$ cat src/verilog/global_buffer_pkg.sv
`default_nettype none

package global_buffer_pkg;

    // word width on the ring and in the banks
    localparam int DATA_WIDTH = 16;

    // upper address bits pick the tile, up to 16 tiles
    localparam int TILE_SEL_ADDR_WIDTH = 4;

    // word address inside one bank, 256 words
    localparam int BANK_ADDR_WIDTH = 8;

    // full word address
    localparam int ADDR_WIDTH = TILE_SEL_ADDR_WIDTH + BANK_ADDR_WIDTH;

    typedef logic [DATA_WIDTH-1:0] data_t;
    typedef logic [ADDR_WIDTH-1:0] addr_t;
    typedef logic [TILE_SEL_ADDR_WIDTH-1:0] tile_id_t;
    typedef logic [BANK_ADDR_WIDTH-1:0] bank_addr_t;

    // ring packet, all enables low means idle
    typedef struct packed {
        logic  wr_en;
        addr_t wr_addr;
        data_t wr_data;
        logic  rd_en;
        addr_t rd_addr;
        logic  rd_data_valid;
        data_t rd_data;
    } packet_t;

endpackage

`default_nettype wire
$ cat src/verilog/glb_core_rd_ctrl.sv
`timescale 1ns/1ns
`default_nettype none

module glb_core_rd_ctrl #(
    parameter int TILE_ID = 0
) (
    input  logic                          clk,
    input  logic                          clk_en,
    input  logic                          reset,

    input  global_buffer_pkg::packet_t     packet_sr2sw,

    // bank read request
    output logic                          bank_rd_en,
    output global_buffer_pkg::bank_addr_t  bank_rd_addr,

    // staged packet aligned with bank data
    output global_buffer_pkg::packet_t     packet_staged,
    output logic                          rd_hit
);

    localparam global_buffer_pkg::tile_id_t MY_TILE = global_buffer_pkg::tile_id_t'(TILE_ID);

    global_buffer_pkg::tile_id_t rd_tile;

    // tile bits of the read address
    assign rd_tile = packet_sr2sw.rd_addr[global_buffer_pkg::ADDR_WIDTH-1 -:
                                          global_buffer_pkg::TILE_SEL_ADDR_WIDTH];

    // read only when this tile owns the address
    assign bank_rd_en = packet_sr2sw.rd_en && (rd_tile == MY_TILE);
    assign bank_rd_addr = packet_sr2sw.rd_addr[global_buffer_pkg::BANK_ADDR_WIDTH-1:0];

    // one cycle stage to match the bank read latency
    always_ff @(posedge clk or posedge reset) begin
        if (reset) begin
            packet_staged <= '0;
            rd_hit <= 1'b0;
        end else if (clk_en) begin
            packet_staged <= packet_sr2sw;
            rd_hit <= bank_rd_en;
        end
    end

    // a hit is for a packet that still asks for a read and has no answer yet
    a_hit_has_rd_en : assert property (
        @(posedge clk) disable iff (reset)
        rd_hit |-> (packet_staged.rd_en && !packet_staged.rd_data_valid)
    );

endmodule

`default_nettype wire

$ cat config.mk
export PLATFORM = sky130hd
export DESIGN_NAME = glb_core_rd_ctrl
export DESIGN_NICKNAME = d
export VERILOG_FILES = /design/src/verilog/global_buffer_pkg.sv /design/src/verilog/glb_core_rd_ctrl.sv
export SDC_FILE = /design/constraint.sdc
export NUM_CORES = 1
export LEC_CHECK = 0
export BUFFER_PORTS_ARGS = -buffer_cell sky130_fd_sc_hd__buf_2
export CAP_MARGIN = 30
export CORE_ASPECT_RATIO = 0.7
export CORE_UTILIZATION = 45
export DETAILED_ROUTE_END_ITERATION = 6
export PLACE_DENSITY = 0.81
export SYNTH_ARGS = -nofsm -noshare
export SYNTH_HDL_FRONTEND = slang
export SYNTH_SLANG_ARGS = --single-unit
$ cat constraint.sdc
create_clock -name clk -period 4.6 [get_ports clk]
set_input_delay 0.23 -clock clk [delete_from_list [all_inputs] [get_ports clk]]
set_output_delay 0.23 -clock clk [all_outputs]
set_load 0.02 [all_outputs]
### Yosys cells after proc, flatten, opt, wreduce, memory -nomap -nowiden

Index checks and enable logic that the tools add are counted.

| storage, ports and cells | value |
|---|---|
| output and inout bits | 69 |
| flip-flop bits (word level) | 60 |
| memory bits (read-only) | 0 |
| memories kept | 0 |
| memory bits (writable) | 0 |
| logic and storage cells | 10 |
| latch bits | 0 |
| input bits | 62 |

| cells by class | value |
|---|---|
| $lt $le $gt $ge | 0 |
| eq/ne operators | 0 |
| multiply operators | 0 |
| $add $sub $neg | 0 |
| shift-type cells | 0 |
| bitwise gates (word level) | 0 |
| reduce and logical (&&, ||, !) cells | 2 |
| div/mod/pow operators | 0 |
| muxes and demuxes | 0 |

Operators with widths:

| operator | number |
|---|---|
| 4-bit zero test | 1 |
| 1-bit logical AND | 1 |

### Longest topological paths before layout

| depth | value |
|---|---|
| depth in word-level cells | 2 |
| depth in mapped cells | 4 |
| gate-level depth less buffers | 2 |

### Worst setup path after synthesis

Ideal clock, no wire load.

| timing | value |
|---|---|
| path kind | input to output |
| from | input port packet_sr2sw[25] in the netlist's numbering |
| to | output port bank_rd_en |
| required time | 4370 ps |
| arrival | 1141 ps |
| stages on the path | 2 |
| slack | 3229 ps |
| buffers on the path | 0 |
| path through | or3_4 nor3b_1 |

| between the ends | value |
|---|---|
| cells in the longest elaborated chain, start to end | 2 |

RTL lines:

| element | line | source |
|---|---|---|
| start: declaration | glb_core_rd_ctrl.sv:11 | `input global_buffer_pkg::packet_t packet_sr2sw,` |
| 4-bit zero test | glb_core_rd_ctrl.sv:31 | `assign bank_rd_en = packet_sr2sw.rd_en && (rd_tile == MY_TILE);` |
| 1-bit logical AND | glb_core_rd_ctrl.sv:31 |  |
| end: declaration | glb_core_rd_ctrl.sv:14 | `output logic bank_rd_en,` |

No other way between the ends.

### Final worst setup path

Same ends and word-level chain as after synthesis.

==> impl_metrics.toml <==
[outcome]
status = "finished, final reports clean"

[floorplan]
die_w_um = 88.28
core_mm2 = 0.004887
die_y_um = 62.40
die-area_mm2 = 0.005508
start_util_pct = 47.98
ios = 131
row_count = 21

[grt]
gr-total-overflow = 0
grt_use_total_pct = 17.70
grt_pass1_vias = 1526
grt_pass1_wl_mm = 7.044
grt_antenna_before_repair = 0
grt_start_max_net_pins = 62

[synth]
synth_cell_types = 10
synth_top_area_cell = "dfrtp_1"
syn_inst = 141
synth_area_mm2 = 0.002345
yosys.area_share.simple_pct = 0.9605
syn_nets = 203
muxShareOfSynthArea_pct = 27.85
ys_seq_area_share_pct = 64.03
ys.warnings.count = 0
synth_area_leaders = "dfrtp_1 64%, mux2_2 28%, buf_4 2.9%"
synth_xor_area_share_pct = 0
synth.top_cell.area_share_pct = 64.03
ys_ff_latch = 60
synth.avg_cell_area_um2 = 16.63
synth-adder-area-share_pct = 0
synth_top_family_by_area = "multiplexers"
synth_compound_area_share_pct = 0.9072

[cells_and_area]
register_area_mm2 = 0.001501
drive_gt1_share_pct = 75.55
final_cell_mix = "130 x buf_2, 60 x dfrtp_1, 58 x mux2_2, 10 x clkbuf_8"
fillCellCount = 411
multi_input_area_um2 = 696.9
antenna_cells = 0
nNetsFinal = 331
syn2layout_area_growth_pct = 35.59
layout_commonest_cell = "buf_2"

[route]
firstDrtPassIters = 3
drc = 0
drt_iter0_drc = 36
ant_nets = 0
routed_wl_mm = 4.430
wl_per_cell_um = 12.92
routed-via-count = 1582
via_per_inst = 4.612

[worst_setup_path]
crit_required_ns = 4.37
r2r_start = "packet_staged[52]"
start_kind = "input port"
path_max_fanout = 2
crit_start = "packet_sr2sw[25]"
reg2regPathDepth = 1
r2r_end = "packet_staged[52]"
worst-setup-path-type = "input port to output port"
worstPathArrival_ns = 1.07
r2r_slack_ns = 3.84
cp-end-kind = "output port"

[sta]
tightest_slew_ns = 0.7463
maxSlewHeadroom_pct = 50.24
fin_crit_sh_pct = 28.29
whs_ns = 0.08169
max_freq_mhz = 768.4
skew_ns = 0
setup_viol = 0
tns_ns = 0
rsz0062_at_grt = "no"
finalHoldViolations = 0
drv_slew = 0
post-route-min-period_ns = 1.301

[worst_hold_path]
worstHoldPathType = "input port to async pin"

[cts]
cts_setup_buffers = 0
ctsResizeCount = 0
clk_pin_slew_worst_paths_ns = 0.06
clkLatencyLatePin_ns = 0.33
clk_path_buf_depth = 2
cts_made_buffers = 9
hold_buffers = 0
clock-root-buffer = "clkbuf_8"
numClockSinks = 60
h-tree-depth = 3
cts_tree = "yes"

[job]
cap_violations = 0

[placed_design]
io_buffers = 130
gp_congestion = 0.6828
dp_hpwl_mm = 3.114

[pwr]
power_density_mw_per_mm2 = 425.6
leakage_nw = 1.583
peakVddDrop_v = 0.0002759
==> worst max path at each step <==
stage	slack, ns	cells after the start	end
after floorplan	2.89	1	packet_staged[0]
after global placement	3.15	3	packet_staged[16]
after detailed placement	3.14	3	packet_staged[52]
after CTS	3.29	4	bank_rd_en
after global routing	3.27	4	bank_rd_en
final	3.30	4	bank_rd_en
==> sequential cells by signal, summed over array words and instances, names as in the netlist <==
| name | count |
|---|---|
| rd_hit | 1 |
| packet_staged | 59 |
==> critical path, cell delays in order <==
cell and delay, ns:
buf_2 0.10, or3_4 0.39, nor3b_1 0.17, buf_2 0.19
==> per-stage QoR <==
stage | utilization (%) | area, um2 | power, mW | setup slack, ns | cells
after floorplan | - | 2345 | 0.7662 | 2.885 | 141
after CTS | 65.05 | 3179 | 1.374 | 3.288 | 343
final | 65.05 | 3179 | 1.353 | 3.299 | 343
after detailed placement | 60.60 | 2962 | 0.8532 | 3.137 | 327
after global routing | 65.05 | 3179 | 1.422 | 3.269 | 343
after global placement | 60.60 | 2962 | 0.8475 | 3.152 | 327
==> cells by family (layout without fill, tap and decap cells) <==
logic type             after synthesis  count (layout)
AOI/OAI and AO/OA                    2               2
and+or+nand+nor                      3               3
muxes                               58              58
buffers and inverters               18             151
DFF                                 60              60
==> layer usage <==
layer	vias to the layer above	share of wire [%]	GRT usage, %
met3	6	9.7	9.643
met2	81	44	25.96
li1	737	-	-
met5	-	0	0
met1	758	45	21.38
met4	0	1.1	7.863
==> power breakdown <==
group          switching (mW)  internal [mW]
logic                   0.133          0.103
registers              0.0248          0.580
clock network           0.194          0.319
total                   0.351           1.00
==> cell type report <==
class                           instances  area share (%)
Timing Repair Buffer                  132           20.94
Sequential cell                        60           47.23
Multi-Input combinational cell         63           21.92
Clock buffer                           12           4.565
Inverter                                3          0.3542
Tap cell                               69           2.715
Clock inverter                          4           2.283
==> synth_stat cells <==
master and count:
o32ai_2 1, buf_6 6, inv_1 3, or3_4 1, o21ai_0 1, nor3b_1 1
dfrtp_1 60, buf_4 9, nand2_1 1, mux2_2 58
(Power assumes the default switching activity.)
