## config.mk

```make
export PLATFORM = sky130hd
export DESIGN_NAME = glb_core_strm_router
export DESIGN_NICKNAME = d
export VERILOG_FILES = /design/src/verilog/global_buffer_pkg.sv /design/src/verilog/glb_core_strm_router.sv
export SDC_FILE = /design/constraint.sdc
export NUM_CORES = 1
export LEC_CHECK = 0
export BUFFER_PORTS_ARGS = -buffer_cell sky130_fd_sc_hd__buf_2
export CORE_MARGIN = 2
export CORE_UTILIZATION = 31
export CTS_CLUSTER_DIAMETER = 80
export DETAILED_ROUTE_END_ITERATION = 16
export GPL_ROUTABILITY_DRIVEN = 0
export GPL_TIMING_DRIVEN = 0
export PLACE_DENSITY = 0.64
export REMOVE_ABC_BUFFERS = 1
export SLEW_MARGIN = 5
export SYNTH_ARGS = -nofsm -noshare
export SYNTH_HDL_FRONTEND = slang
export SYNTH_SLANG_ARGS = --single-unit
```

## constraint.sdc

```tcl
create_clock -name clk -period 4.6 [get_ports clk]
set_input_delay 0.92 -clock clk [delete_from_list [all_inputs] [get_ports clk]]
set_output_delay 0.92 -clock clk [all_outputs]
set_load 0.005 [all_outputs]
```

## src/verilog/global_buffer_pkg.sv

```systemverilog
`default_nettype none

package global_buffer_pkg;

    // word width on the ring and in the banks
    localparam int DATA_WIDTH = 16;

    // upper address bits pick the tile, up to 16 tiles
    localparam int TILE_SEL_ADDR_WIDTH = 4;

    // word address inside one bank, 256 words
    localparam int BANK_ADDR_WIDTH = 8;

    // full word address
    localparam int ADDR_WIDTH = TILE_SEL_ADDR_WIDTH + BANK_ADDR_WIDTH;

    typedef logic [DATA_WIDTH-1:0] data_t;
    typedef logic [ADDR_WIDTH-1:0] addr_t;
    typedef logic [TILE_SEL_ADDR_WIDTH-1:0] tile_id_t;
    typedef logic [BANK_ADDR_WIDTH-1:0] bank_addr_t;

    // ring packet, all enables low means idle
    typedef struct packed {
        logic  wr_en;
        addr_t wr_addr;
        data_t wr_data;
        logic  rd_en;
        addr_t rd_addr;
        logic  rd_data_valid;
        data_t rd_data;
    } packet_t;

endpackage

`default_nettype wire
```

## src/verilog/glb_core_strm_router.sv

```systemverilog
`timescale 1ns/1ns
`default_nettype none

module glb_core_strm_router #(
    parameter int TILE_ID   = 0,
    parameter int NUM_TILES = 2
) (
    input  logic                      clk,
    input  logic                      clk_en,
    input  logic                      reset,

    // west side of the ring
    input  global_buffer_pkg::packet_t packet_w2e_wsti,
    output global_buffer_pkg::packet_t packet_e2w_wsto,

    // east side of the ring
    input  global_buffer_pkg::packet_t packet_e2w_esti,
    output global_buffer_pkg::packet_t packet_w2e_esto,

    // core side
    input  global_buffer_pkg::packet_t packet_sw2sr,
    output global_buffer_pkg::packet_t packet_sr2sw,

    // east link enable
    input  logic                      cfg_tile_connected_next
);

    // even tiles serve eastbound and odd tiles westbound
    localparam bit IS_EVEN = (TILE_ID % 2) == 0;

    global_buffer_pkg::packet_t packet_e2w_esti_turned;
    global_buffer_pkg::packet_t packet_pass_d1;
    global_buffer_pkg::packet_t packet_sw2sr_d1;
    global_buffer_pkg::packet_t packet_w2e_esto_int;
    global_buffer_pkg::packet_t packet_e2w_wsto_int;
    global_buffer_pkg::packet_t packet_pass_in;

    // at the end of the chain the eastbound stream comes straight back west
    assign packet_e2w_esti_turned = cfg_tile_connected_next ? packet_e2w_esti
                                                            : packet_w2e_esto_int;

    // the direction the core does not serve
    assign packet_pass_in = IS_EVEN ? packet_e2w_esti_turned : packet_w2e_wsti;

    // one stage for pass-through traffic
    always_ff @(posedge clk or posedge reset) begin
        if (reset) begin
            packet_pass_d1 <= '0;
        end else if (clk_en) begin
            packet_pass_d1 <= packet_pass_in;
        end
    end

    // core return stage before it rejoins the ring
    always_ff @(posedge clk or posedge reset) begin
        if (reset) begin
            packet_sw2sr_d1 <= '0;
        end else if (clk_en) begin
            packet_sw2sr_d1 <= packet_sw2sr;
        end
    end

    // switch between ring and core
    assign packet_sr2sw = IS_EVEN ? packet_w2e_wsti : packet_e2w_esti_turned;
    assign packet_w2e_esto_int = IS_EVEN ? packet_sw2sr_d1 : packet_pass_d1;
    assign packet_e2w_wsto_int = IS_EVEN ? packet_pass_d1 : packet_sw2sr_d1;

    // nothing travels past the last active tile
    assign packet_w2e_esto = cfg_tile_connected_next ? packet_w2e_esto_int : '0;
    assign packet_e2w_wsto = packet_e2w_wsto_int;

    // last built tile has nothing to its east
    a_last_tile_not_connected : assert property (
        @(posedge clk) disable iff (reset)
        (TILE_ID == NUM_TILES - 1) |-> !cfg_tile_connected_next
    );

endmodule

`default_nettype wire

```

# Yosys cells after proc, flatten, opt, wreduce, memory -nomap -nowiden
# Index checks and enable logic that the tools add are counted.
# op_classes
n_mux	2
# ops
cell	n
$mux W59	2
# word_totals
output_inout_bits	177
wordCells	16
register_bits	118

# Depth between registers and ports, before layout
# logic_depth
ltp_word	1
ltp_mapped	5

# Worst setup path before layout
# OpenSTA, ideal clock, no wires.
# synth_path
path_kind	input -> output
start	input port cfg_tile_connected_next
end	output port packet_w2e_esto[28] (netlist name)
setup_slack_ps	2147
t_required_ps	3680
arrival_time_ps	1533
n_path_buf	3
path_stages	4
path_cell_list	buf_4 > buf_4 > clkbuf_2 > and2_1
# synth_rtl
element	line	rtl
from (decl)	glb_core_strm_router.sv:25	input logic cfg_tile_connected_next
to (decl)	glb_core_strm_router.sv:18	output global_buffer_pkg::packet_t packet_w2e_esto,

==> flow_metrics.env <==
export IMPL_outcome="finished clean"
export IMPL_antenna_cells=0
export IMPL_synth_cell_types=13
export IMPL_postCtsSetupBuffers=0
export IMPL_fillers=1800
export IMPL_critPathKind="primary input to output port"
export IMPL_post_place_ws_ns=1.65
export IMPL_drt_total_wl_microns=18200
export IMPL_yosysSeqAreaShare_pct=51.0
export IMPL_antenna_found_initial=0
export IMPL_cts_clk_slew_worst_paths_ns=0.05
export IMPL_power_leakage_nw=3.61
export IMPL_yosys_warnings=0
export IMPL_place_area_sq_mm=0.00671
export IMPL_slowest_stage="buf_6"
export IMPL_max_freq_mhz=341
export IMPL_slew_violations=0
export IMPL_postRouteAntennaNets=0
export IMPL_rsz0062_at_grt="no"
export IMPL_area_growth_synth_to_final_pct=25.7
export IMPL_ctsResizeCount=0
export IMPL_num_rows=49
export IMPL_finalNetCount=856
export IMPL_irDropWorstVdd_uv=248
export IMPL_cts_hold_fix_buffers=0
export IMPL_end_kind="output port"
export IMPL_fp_coreArea_sq_mm=0.0181
export IMPL_power_density_mw_per_mm2=402
export IMPL_slowest_delay_ns=0.42
export IMPL_hold_path_class="flop to flop"
export IMPL_synth_area_per_cell_sq_um=11.4
export IMPL_drt_pre_antenna_iters=4
export IMPL_finalWorstPathRequiredPeriod_ns=2.94
export IMPL_ys_top_cells_by_area="dfrtp_1, mux2i_1, mux2_2"
export IMPL_maxSlewHeadroom_pct=53.3
export IMPL_critPathMaxFanout=61
export IMPL_dieArea_sq_mm=0.0198
export IMPL_final_util_pct=40.1
export IMPL_cts_buffer_depth=2
export IMPL_path_cells="buf_6, buf_16, and2_1, buf_2"
export IMPL_max_cap_violations=0
export IMPL_cts_tree="yes"
export IMPL_clk_latency_ns=0.41
export IMPL_cp_start_kind="primary input"
export IMPL_fin_crit_sh_pct=63.8
export IMPL_grt_max_degree=93
export IMPL_via_count=4234
export IMPL_grt_pass1_vias=4214
export IMPL_drive_gt1_share_pct=48.3
export IMPL_layout_common_cells="buf_2, dfrtp_1"
export IMPL_synth_top_area_cell="dfrtp_1"
export IMPL_required_ns=3.68
export IMPL_ys_ff_latch=118
export IMPL_io_buffers=239
export IMPL_hpwl_microns=14000
export IMPL_final_common_cell="buf_2"
export IMPL_grt_pass1_wl_microns=26600
export IMPL_rrSetupSlack_ns=3.74
export IMPL_tightestPinTransition_ns=0.701
export IMPL_detail_route_iter0_violations=166
export IMPL_drc=0
export IMPL_cts_buffers=17
export IMPL_die_x_microns=141
export IMPL_setup_violations=0
export IMPL_cts_root_buf="clkbuf_16"
export IMPL_die_h_microns=141
export IMPL_synth_top_cell_area_share_pct=51.0
export IMPL_start_util_pct=31.9
export IMPL_cts_sinks=118
export IMPL_syn_inst=506
export IMPL_grt_usage_pct=18.5
export IMPL_hold_viol_final=0
export IMPL_h_tree_depth=4
export IMPL_routed_via_density=4.62
export IMPL_setup_ws_ns=1.66
export IMPL_wl_per_cell_microns=19.9
export IMPL_crit_arrival_ns=2.02
export IMPL_stdcell_area_sq_mm=0.00728
export IMPL_globalRouteOverflowTotal=0
export IMPL_finClkSkew_ns=0.00661
export IMPL_netlist_area_sq_mm=0.00579
export IMPL_io_pin_count=358
-- through the flow --
step                      hold WS (ns)  total power (W)  TNS [ns]  cells
after floorplan                  0.494          0.00143         0    414
after detailed placement         0.509          0.00167         0    885
final                            0.513          0.00293         0    916
after global routing             0.539          0.00309         0    916
after global placement           0.503          0.00167   -130.42    882
after CTS                        0.521          0.00297         0    916
-- critical path, delay by kind of cell --
kind / cells / cell delay (ns)
buffers and inverters: 3 / 0.85
AND/OR/NAND/NOR: 1 / 0.17
-- registers in the layout, indices dropped and copies added (netlist names) --
register,count
packet_sw2sr_d1,59
packet_e2w_wsto,59
-- layout make-up --
| cell class | count | area, sq um | share of cell area (%) |
|---|---|---|---|
| multi-input cells | 295 | 2170 | 29.8 |
| well taps | 229 | 287 | 3.94 |
| inverters | 1 | 8.76 | 0.120 |
| clock inverters | 8 | 72.6 | 0.997 |
| flip-flops and latches | 118 | 2950 | 40.6 |
| repair buffers | 242 | 1290 | 17.7 |
| clock buffers | 23 | 498 | 6.84 |
-- report_power, final --
part	internal [W]	switching [W]	total, W
logic	0.000232	0.000195	0.000428
registers	0.00115	0.0000666	0.00122
clock network	0.000807	0.000470	0.00128
-- final timing paths --
kind,cells after the start,startpoint,end
worst max-delay path,4,cfg_tile_connected_next,packet_w2e_esto[7]
min in group asynchronous,2,reset,packet_sw2sr_d1[1]
worst min-delay path,2,packet_e2w_wsto[48],packet_e2w_wsto[48]
worst max register to register,2,packet_sw2sr_d1[50],packet_e2w_wsto[50]
worst min register to register,2,packet_e2w_wsto[48],packet_e2w_wsto[48]
max in group asynchronous,3,reset,packet_sw2sr_d1[32]
-- routing by layer --
layer  vias up  share of wire, %  GRT usage, %
met4         4               1.7          5.47
li1       1979                 -             -
met1      1933                37          19.5
met5         -               1.0          7.77
met3        23                20          18.0
met2       295                41          25.1
-- cell usage after synthesis (all sizes together) --
master  instances
dfrtp         118
buf            86
a21oi          59
and2           59
mux2           59
mux2i          59
nor2           59
clkbuf          6
inv             1
-- cells by family after synthesis --
| group | after synthesis | share of synthesized area, % |
|---|---|---|
| flip-flops | 118 | 51.0 |
| AO/OA/AOI/OAI | 59 | 5.10 |
| AND/OR/NAND/NOR | 118 | 10.2 |
| multiplexers | 118 | 22.1 |
| buffers and inverters | 93 | 11.5 |
No activity file was read; power rests on OpenSTA's default activity.
