### src/verilog/global_buffer_pkg.sv
`default_nettype none

package global_buffer_pkg;

    // word width on the ring and in the banks
    localparam int DATA_WIDTH = 16;

    // upper address bits pick the tile, up to 16 tiles
    localparam int TILE_SEL_ADDR_WIDTH = 4;

    // word address inside one bank, 256 words
    localparam int BANK_ADDR_WIDTH = 8;

    // full word address
    localparam int ADDR_WIDTH = TILE_SEL_ADDR_WIDTH + BANK_ADDR_WIDTH;

    typedef logic [DATA_WIDTH-1:0] data_t;
    typedef logic [ADDR_WIDTH-1:0] addr_t;
    typedef logic [TILE_SEL_ADDR_WIDTH-1:0] tile_id_t;
    typedef logic [BANK_ADDR_WIDTH-1:0] bank_addr_t;

    // ring packet, all enables low means idle
    typedef struct packed {
        logic  wr_en;
        addr_t wr_addr;
        data_t wr_data;
        logic  rd_en;
        addr_t rd_addr;
        logic  rd_data_valid;
        data_t rd_data;
    } packet_t;

endpackage

`default_nettype wire
### src/verilog/glb_core_pkt_merge.sv
`timescale 1ns/1ns
`default_nettype none

module glb_core_pkt_merge (
    input  global_buffer_pkg::packet_t packet_staged,
    input  logic                      rd_hit,
    input  logic                      wr_hit,
    input  global_buffer_pkg::data_t   bank_rd_data,
    output global_buffer_pkg::packet_t packet_sw2sr
);

    always_comb begin
        // default, packet passes as staged
        packet_sw2sr = packet_staged;

        // write done here, retire it
        if (wr_hit) begin
            packet_sw2sr.wr_en = 1'b0;
        end

        // read answered here
        if (rd_hit) begin
            packet_sw2sr.rd_en = 1'b0;
            packet_sw2sr.rd_data_valid = 1'b1;
            packet_sw2sr.rd_data = bank_rd_data;
        end
    end

    // answered reads leave the ring with rd_en cleared, at every tile
    always_comb begin
        a_rd_en_xor_valid : assert #0 (!(packet_sw2sr.rd_en === 1'b1 &&
                                         packet_sw2sr.rd_data_valid === 1'b1));
    end

endmodule

`default_nettype wire

### config.mk
export PLATFORM = sky130hd
export DESIGN_NAME = glb_core_pkt_merge
export DESIGN_NICKNAME = d
export VERILOG_FILES = /design/src/verilog/global_buffer_pkg.sv /design/src/verilog/glb_core_pkt_merge.sv
export SDC_FILE = /design/constraint.sdc
export NUM_CORES = 1
export LEC_CHECK = 0
export ABC_AREA = 1
export BUFFER_PORTS_ARGS = -buffer_cell sky130_fd_sc_hd__buf_2
export CORE_ASPECT_RATIO = 1.2
export CORE_MARGIN = 4
export CORE_UTILIZATION = 23
export DETAILED_ROUTE_END_ITERATION = 6
export PLACE_DENSITY = 0.83
export SYNTH_ARGS = -nofsm -noshare
export SYNTH_HDL_FRONTEND = slang
export SYNTH_SLANG_ARGS = --single-unit
export TNS_END_PERCENT = 10
### constraint.sdc
create_clock -name vclk -period 0.8
set_input_delay 0.08 -clock vclk [all_inputs]
set_output_delay 0.08 -clock vclk [all_outputs]
set_load 0.005 [all_outputs]
## Yosys cells after proc, flatten, opt, wreduce, memory -nomap -nowiden

Index checks and enable logic that the tools add are counted.

| storage, ports and cells | value |
|---|---|
| register bits | 0 |
| output and inout port bits | 59 |
| word-level logic and storage cells | 3 |

| operators by class | value |
|---|---|
| multiplexer cells | 3 |

Operators by type and width:

| kind | number |
|---|---|
| $mux W17 | 1 |
| $mux W1 | 2 |

## Depth between registers and ports, before layout

Gate-level depths: netlist (run 1).

| depth | value |
|---|---|
| depth in word-level cells | 1 |
| mapped depth | 5 |

## Worst setup path before layout (run 1)

Ideal clock, no wire load.

| timing | value |
|---|---|
| path kind | input port to output port |
| start point | input rd_hit |
| end point | output packet_sw2sr[10] (netlist bit) |
| data arrival time | 0.485 ns |
| required time | 0.720 ns |
| path slack | 0.235 ns |
| stages | 5 |
| cell sequence | buf_6 inv_6 buf_12 nand2_1 nand2_1 |

RTL lines:

| what | line | RTL |
|---|---|---|
| start: declaration | glb_core_pkt_merge.sv:6 | `input logic rd_hit,` |
| end: declaration | glb_core_pkt_merge.sv:9 | `output global_buffer_pkg::packet_t packet_sw2sr` |

==> results.cfg, run 1 <==
[routing]
wirelength_um = 1430
num_vias = 554
avgRoutedWirePerCell_um = 10.0
drc = 0
ant_nets = 0
routed_via_density = 3.87
firstDrtPassIters = 2
drtIter0Drc = 1

[clocking]
cts_setup_buffers = 0
cts_resized = 0
holdBufCountCts = 0

[final_layout]
fin_nets = 191
fin_cells = 143
n_antenna_cell = 0
seq_cells = 0
drive_gt1_frac = 0.571
area_growth_pct = 0.664
seqCellArea_um2 = 0
layout_commonest_cell = buf_2
design_area_um2 = 569
final_cell_mix = buf_2, nand2_1, nand2_2
num-clock-buffers = 0

[min_path]
hp-class = input port to output pin

[timing]
tightest_slew_ns = 0.179
setup_violations = 0
timing.fmax_mhz = 1390
slew_headroom = 0.881
rsz0062_at_grt = no
setup_tns_ns = 0
maxSlewViolCount = 0
finalHoldViolCount = 0
min_period_ns = 0.718
min_period_over_period = 0.898

[global_routing]
grt_pass1_wl_um = 2040
grt.overflow.total = 0
first_global_vias = 500
grt_max_degree = 17
grt_use_total = 0.0745
grt_antenna_before_repair = 0

[synthesis]
syn_inst = 97
yosys_warnings = 0
synth_cell_types = 9
syn_nets = 174
ys_seq_area_frac = 0
syn_area_per_cell_um2 = 5.83
synth_area_um2 = 566

[die]
dieArea_mm2 = 0.00332
core-area_mm2 = 0.00233
die_x_um = 53.3
rows = 19
ioPinCount = 136
start_util = 0.243
die_h_um = 62.3

[run]
cap_violations = 0

[setup_path]
critPathKind = input port to output pin
critPathSlowestCell = buf_2
worstPathCellList = buf_2 -> buf_4 -> nand2_1 -> nand2_1 -> buf_2
cp_slowest_stage_delay_ns = 0.19
cp_max_fo = 5
start_kind = input port
crit_required_ns = 0.72
crit_arrival_ns = 0.64
cp-end-kind = output pin

[run_status]
outcome = finished, final reports clean

[placed_design]
place_congestion = 0.544
dpl-instance-area_um2 = 569
hpwlAfterDp_um = 1220
io_buffers = 56
place_inst = 143

[pwr]
peakVddDrop_v = 0.000209
power_leakage_nw = 0.402
p_per_area_mw_per_mm2 = 488
## cells by family after synthesis
kind of cell,synth area share
buffers and inverters,0.635
AND/OR/NAND/NOR,0.365
## per-stage QoR
| stage | total power, mW | util | hold slack [ns] | worst slack, ns |
|---|---|---|---|---|
| after floorplan | 0.287 | - | 0.191 | 0.235 |
| after global placement | 0.280 | 0.244 | 0.160 | 0.0681 |
| after detailed placement | 0.283 | 0.244 | 0.160 | 0.0667 |
| after CTS | 0.284 | 0.244 | 0.160 | 0.0670 |
| after global routing | 0.318 | 0.244 | 0.160 | 0.0154 |
| final | 0.278 | 0.244 | 0.160 | 0.0816 |
## synth_stat cells (all sizes together)
cell / n / area [um^2]
nor2: 2 / 7.51
nand2: 48 / 193
buf: 43 / 343
inv: 3 / 16.3
or2: 1 / 6.26
## worst paths after layout
path	startpoint	end	slack (ns)	cells past startpoint
worst max-delay path	rd_hit	packet_sw2sr[0]	0.08	5
worst min-delay path	packet_staged[23]	packet_sw2sr[23]	0.16	0
## where the power goes
part / total, mW / switching (mW) / leakage (nW) / internal (mW)
Clock: 0 / 0 / 0 / 0
Sequential: 0 / 0 / 0 / 0
Combinational: 0.278 / 0.122 / 0.402 / 0.155
Total: 0.278 / 0.122 / 0.402 / 0.155
## area by class of cell
| cell class | count | area [um^2] |
|---|---|---|
| Tap cell | 31 | 38.8 |
| Inverter | 3 | 16.3 |
| Multi-Input combinational cell | 51 | 206 |
| Fill cell | 283 | 1760 |
| Timing Repair Buffer | 58 | 308 |
## critical path: cells and delay by family
family / cells / cell delay, ns
buf+inv: 3 / 0.46
simple gates: 2 / 0.10
## per-layer routing
metal | up-vias | global-route usage | wire length, um
li1 | 275 | - | -
met1 | 215 | 0.0603 | 401
met2 | 36 | 0.127 | 623
met3 | 28 | 0.0191 | 275
met4 | 0 | 0.0831 | 131
met5 | - | 0 | 0
Note: power is estimated with default switching activity, not from simulation.
==> run 2, diff against run 1 <==
Settings changed: MAX_ROUTING_LAYER set to met4, REMOVE_ABC_BUFFERS set to 1.
==> results.cfg, run 2 (synthesis gave the netlist of run 1 again) <==
[run_status]
outcome = finished, final reports clean

[setup_path]
cp_max_fo = 11
start_kind = input port
crit_arrival_ns = 0.64
crit_required_ns = 0.72
cp-end-kind = output pin
critPathKind = input port to output pin

[final_layout]
layout_commonest_cell = buf_2
drive_gt1_frac = 0.568
seq_cells = 0
num-clock-buffers = 0
n_antenna_cell = 0
fin_nets = 190
final_cell_mix = buf_2, nand2_1, nand2_2
seqCellArea_um2 = 0
nFillCells = 285
area_growth_pct = 0.221
multi_input_area_um2 = 206

[timing]
tightest_slew_ns = 0.160
min_period_over_period = 0.906
min_period_ns = 0.725
finalHoldViolCount = 0
slew_headroom = 0.893
whs_ns = 0.160
maxSlewViolCount = 0
setup_violations = 0
setup_tns_ns = 0
timing.fmax_mhz = 1380
rsz0062_at_grt = no

[die]
ioPinCount = 136
rows = 19
dieArea_mm2 = 0.00332
core-area_mm2 = 0.00233
die_x_um = 53.3
start_util = 0.243
die_h_um = 62.3

[pwr]
p_per_area_mw_per_mm2 = 488
swShare = 0.443
p_int_mw = 0.154
clkPwrFrac = 0
power_leakage_nw = 0.400
pwr-share-comb = 1.000
power.switching_mw = 0.123
peakVddDrop_v = 0.000181
share_seq_of_total_power = 0

[min_path]
hp-class = input port to output pin
hp-start = packet_staged[18]
min_to = packet_sw2sr[18]
holdPathStages = 0

[global_routing]
grt_antenna_before_repair = 0
grt_use_total = 0.183
grt_max_degree = 17
first_global_vias = 472
grt_pass1_wl_um = 3880
grt.overflow.total = 0

[routing]
top_layer_used = met3
wl_met1_um = 526
routed-wl-met3_um = 1210
wirelength_um = 3250
avgRoutedWirePerCell_um = 22.9
ant_nets = 0
drc = 0
routed_via_density = 3.87
drtIter0Drc = 3
firstDrtPassIters = 2
dr_wl_met2_um = 1510
num_vias = 549

[placed_design]
io_buffers = 56
place_congestion = 0.744
hpwlAfterDp_um = 3070

[run]
cap_violations = 0

[clocking]
cts_setup_buffers = 0
run 2: cell count changes in the layout (fill, tap and decap cells not counted), sizes merged:
cell / change
buf: -2
clkbuf: +1
run 2: layout make-up:
type / count / share of cell area
repair buffers: 57 / 0.534
inverters: 3 / 0.0331
well taps: 31 / 0.0684
multi-input cells: 51 / 0.364
run 2: timing repair:
action	in CTS	in global routing
hold buffers	0	0
gates resized for setup	0	2
endpoints found under the setup margin	0	13
run 2: critical path, cell delays in order:
cell and delay (ns):
clkbuf_4 0.18, buf_12 0.16, nand2_1 0.05, nand2_1 0.05, buf_2 0.12
run 2: power groups by stage:
stage	Sequential, mW	Combinational (mW)	Clock (mW)
floorplan	0	0.0919	0
global placement	0	0.275	0
detailed placement	0	0.278	0
CTS	0	0.279	0
global route	0	0.316	0
finish	0	0.277	0
run 2: worst max-delay path by stage:
stage | endpoint | startpoint | slack (ns)
after global placement | packet_sw2sr[8] | rd_hit | 0.05
after floorplan | packet_sw2sr[16] | rd_hit | 0.42
after CTS | packet_sw2sr[8] | rd_hit | 0.03
after global routing | packet_sw2sr[8] | rd_hit | 0.02
final | packet_sw2sr[7] | rd_hit | 0.08
after detailed placement | packet_sw2sr[8] | rd_hit | 0.03
run 2: stage by stage:
step	setup slack (ns)	cells	total power [mW]	util	instance area [um^2]
6_report	0.0751	142	0.277	0.243	567
5_1_grt	0.0220	142	0.316	0.243	567
4_1_cts	0.0300	142	0.279	0.241	562
3_5_place_dp	0.0253	142	0.278	0.241	562
3_3_place_gp	0.0475	142	0.275	0.241	562
2_1_floorplan	0.420	54	0.0919	-	223
run 2: metal layers:
layer	global-route usage	vias to the layer above
met1	0.0934	193
li1	-	276
met5	-	-
met4	0	0
met3	0.287	0
met2	0.301	80
==> run 3, diff against run 2 <==
Settings changed: ABC_CLOCK_PERIOD_IN_PS set to 800, REMOVE_ABC_BUFFERS 1 to not set.
==> results.cfg, run 3 (synthesis gave the netlist of run 1 again) <==
[setup_path]
start_kind = input port
critPathKind = input port to output pin
crit_required_ns = 0.72
cp_max_fo = 5
crit_arrival_ns = 0.64
cp-end-kind = output pin

[final_layout]
drive_gt1_frac = 0.571
final_core_util = 0.244
seqCellArea_um2 = 0
num-clock-buffers = 0
area_growth_pct = 0.664
n_antenna_cell = 0
nFillCells = 283
multi_input_area_um2 = 206
final_cell_mix = buf_2, nand2_1, nand2_2
seq_cells = 0
layout_commonest_cell = buf_2
fin_nets = 191

[min_path]
hp-class = input port to output pin
hp-start = packet_staged[23]
holdPathStages = 0
min_to = packet_sw2sr[23]

[placed_design]
io_buffers = 56
dp_slack_ns = 0.0667
hpwlAfterDp_um = 1220
place_congestion = 0.546

[die]
start_util = 0.243
die_h_um = 62.3
core-area_mm2 = 0.00233
die_x_um = 53.3
rows = 19
ioPinCount = 136
dieArea_mm2 = 0.00332

[pwr]
share_seq_of_total_power = 0
pwr-share-comb = 1.000
clkPwrFrac = 0
p_per_area_mw_per_mm2 = 488
peakVddDrop_v = 0.000209
power_leakage_nw = 0.402
power.switching_mw = 0.123
swShare = 0.441
p_int_mw = 0.155

[routing]
drc = 0
ant_nets = 0
avgRoutedWirePerCell_um = 10.1
firstDrtPassIters = 1
routed_via_density = 3.91
wirelength_um = 1440
num_vias = 559
drtIter0Drc = 0

[timing]
slew_headroom = 0.881
final.setup.worst_slack_ns = 0.0806
maxSlewViolCount = 0
setup_tns_ns = 0
min_period_over_period = 0.899
finalHoldViolCount = 0
timing.fmax_mhz = 1390
rsz0062_at_grt = no
min_period_ns = 0.719
setup_violations = 0
tightest_slew_ns = 0.179

[clocking]
holdBufCountCts = 0
cts_resized = 0
cts_setup_buffers = 0

[global_routing]
grt_antenna_before_repair = 0
grt_pass1_wl_um = 2040
first_global_vias = 500
grt.overflow.total = 0
grt_use_total = 0.0765
grt_max_degree = 17

[run]
cap_violations = 0

[run_status]
outcome = finished, final reports clean
[run 3: layer usage]
metal	part of all wire	global-route usage	vias to the layer above
li1	-	-	275
met1	0.27	0.0603	220
met2	0.44	0.127	36
met3	0.20	0.0191	28
met4	0.092	0.0831	0
met5	0	-	-
[run 3: worst max path at each step]
stage	start	endpoint	slack, ns	cells past startpoint
after detailed placement	rd_hit	packet_sw2sr[0]	0.07	5
after CTS	rd_hit	packet_sw2sr[2]	0.07	5
after global routing	rd_hit	packet_sw2sr[1]	0.02	5
after floorplan	rd_hit	packet_sw2sr[10]	0.23	5
after global placement	rd_hit	packet_sw2sr[0]	0.07	5
final	rd_hit	packet_sw2sr[0]	0.08	5
[run 3: area by class of cell]
type               count  share of cell area
repair buffers        58               0.541
well taps             31              0.0681
inverters              3              0.0286
multi-input cells     51               0.363
[run 3: worst max-delay path, cell delays in order]
cell and delay (ns):
buf_2 0.19, buf_4 0.17, nand2_1 0.05, nand2_1 0.05, buf_2 0.10
[run 3: power by group through the flow]
stage / logic [mW] / registers (mW) / clock network [mW]
5_1_grt: 0.318 / 0 / 0
4_1_cts: 0.284 / 0 / 0
3_5_place_dp: 0.283 / 0 / 0
3_3_place_gp: 0.280 / 0 / 0
2_1_floorplan: 0.287 / 0 / 0
6_report: 0.278 / 0 / 0
[run 3: stage by stage]
stage	power, mW	hold WS (ns)	area [um^2]	cells
4_1_cts	0.284	0.160	569	143
2_1_floorplan	0.287	0.191	566	97
3_3_place_gp	0.280	0.160	569	143
5_1_grt	0.318	0.160	569	143
6_report	0.278	0.160	569	143
3_5_place_dp	0.283	0.160	569	143
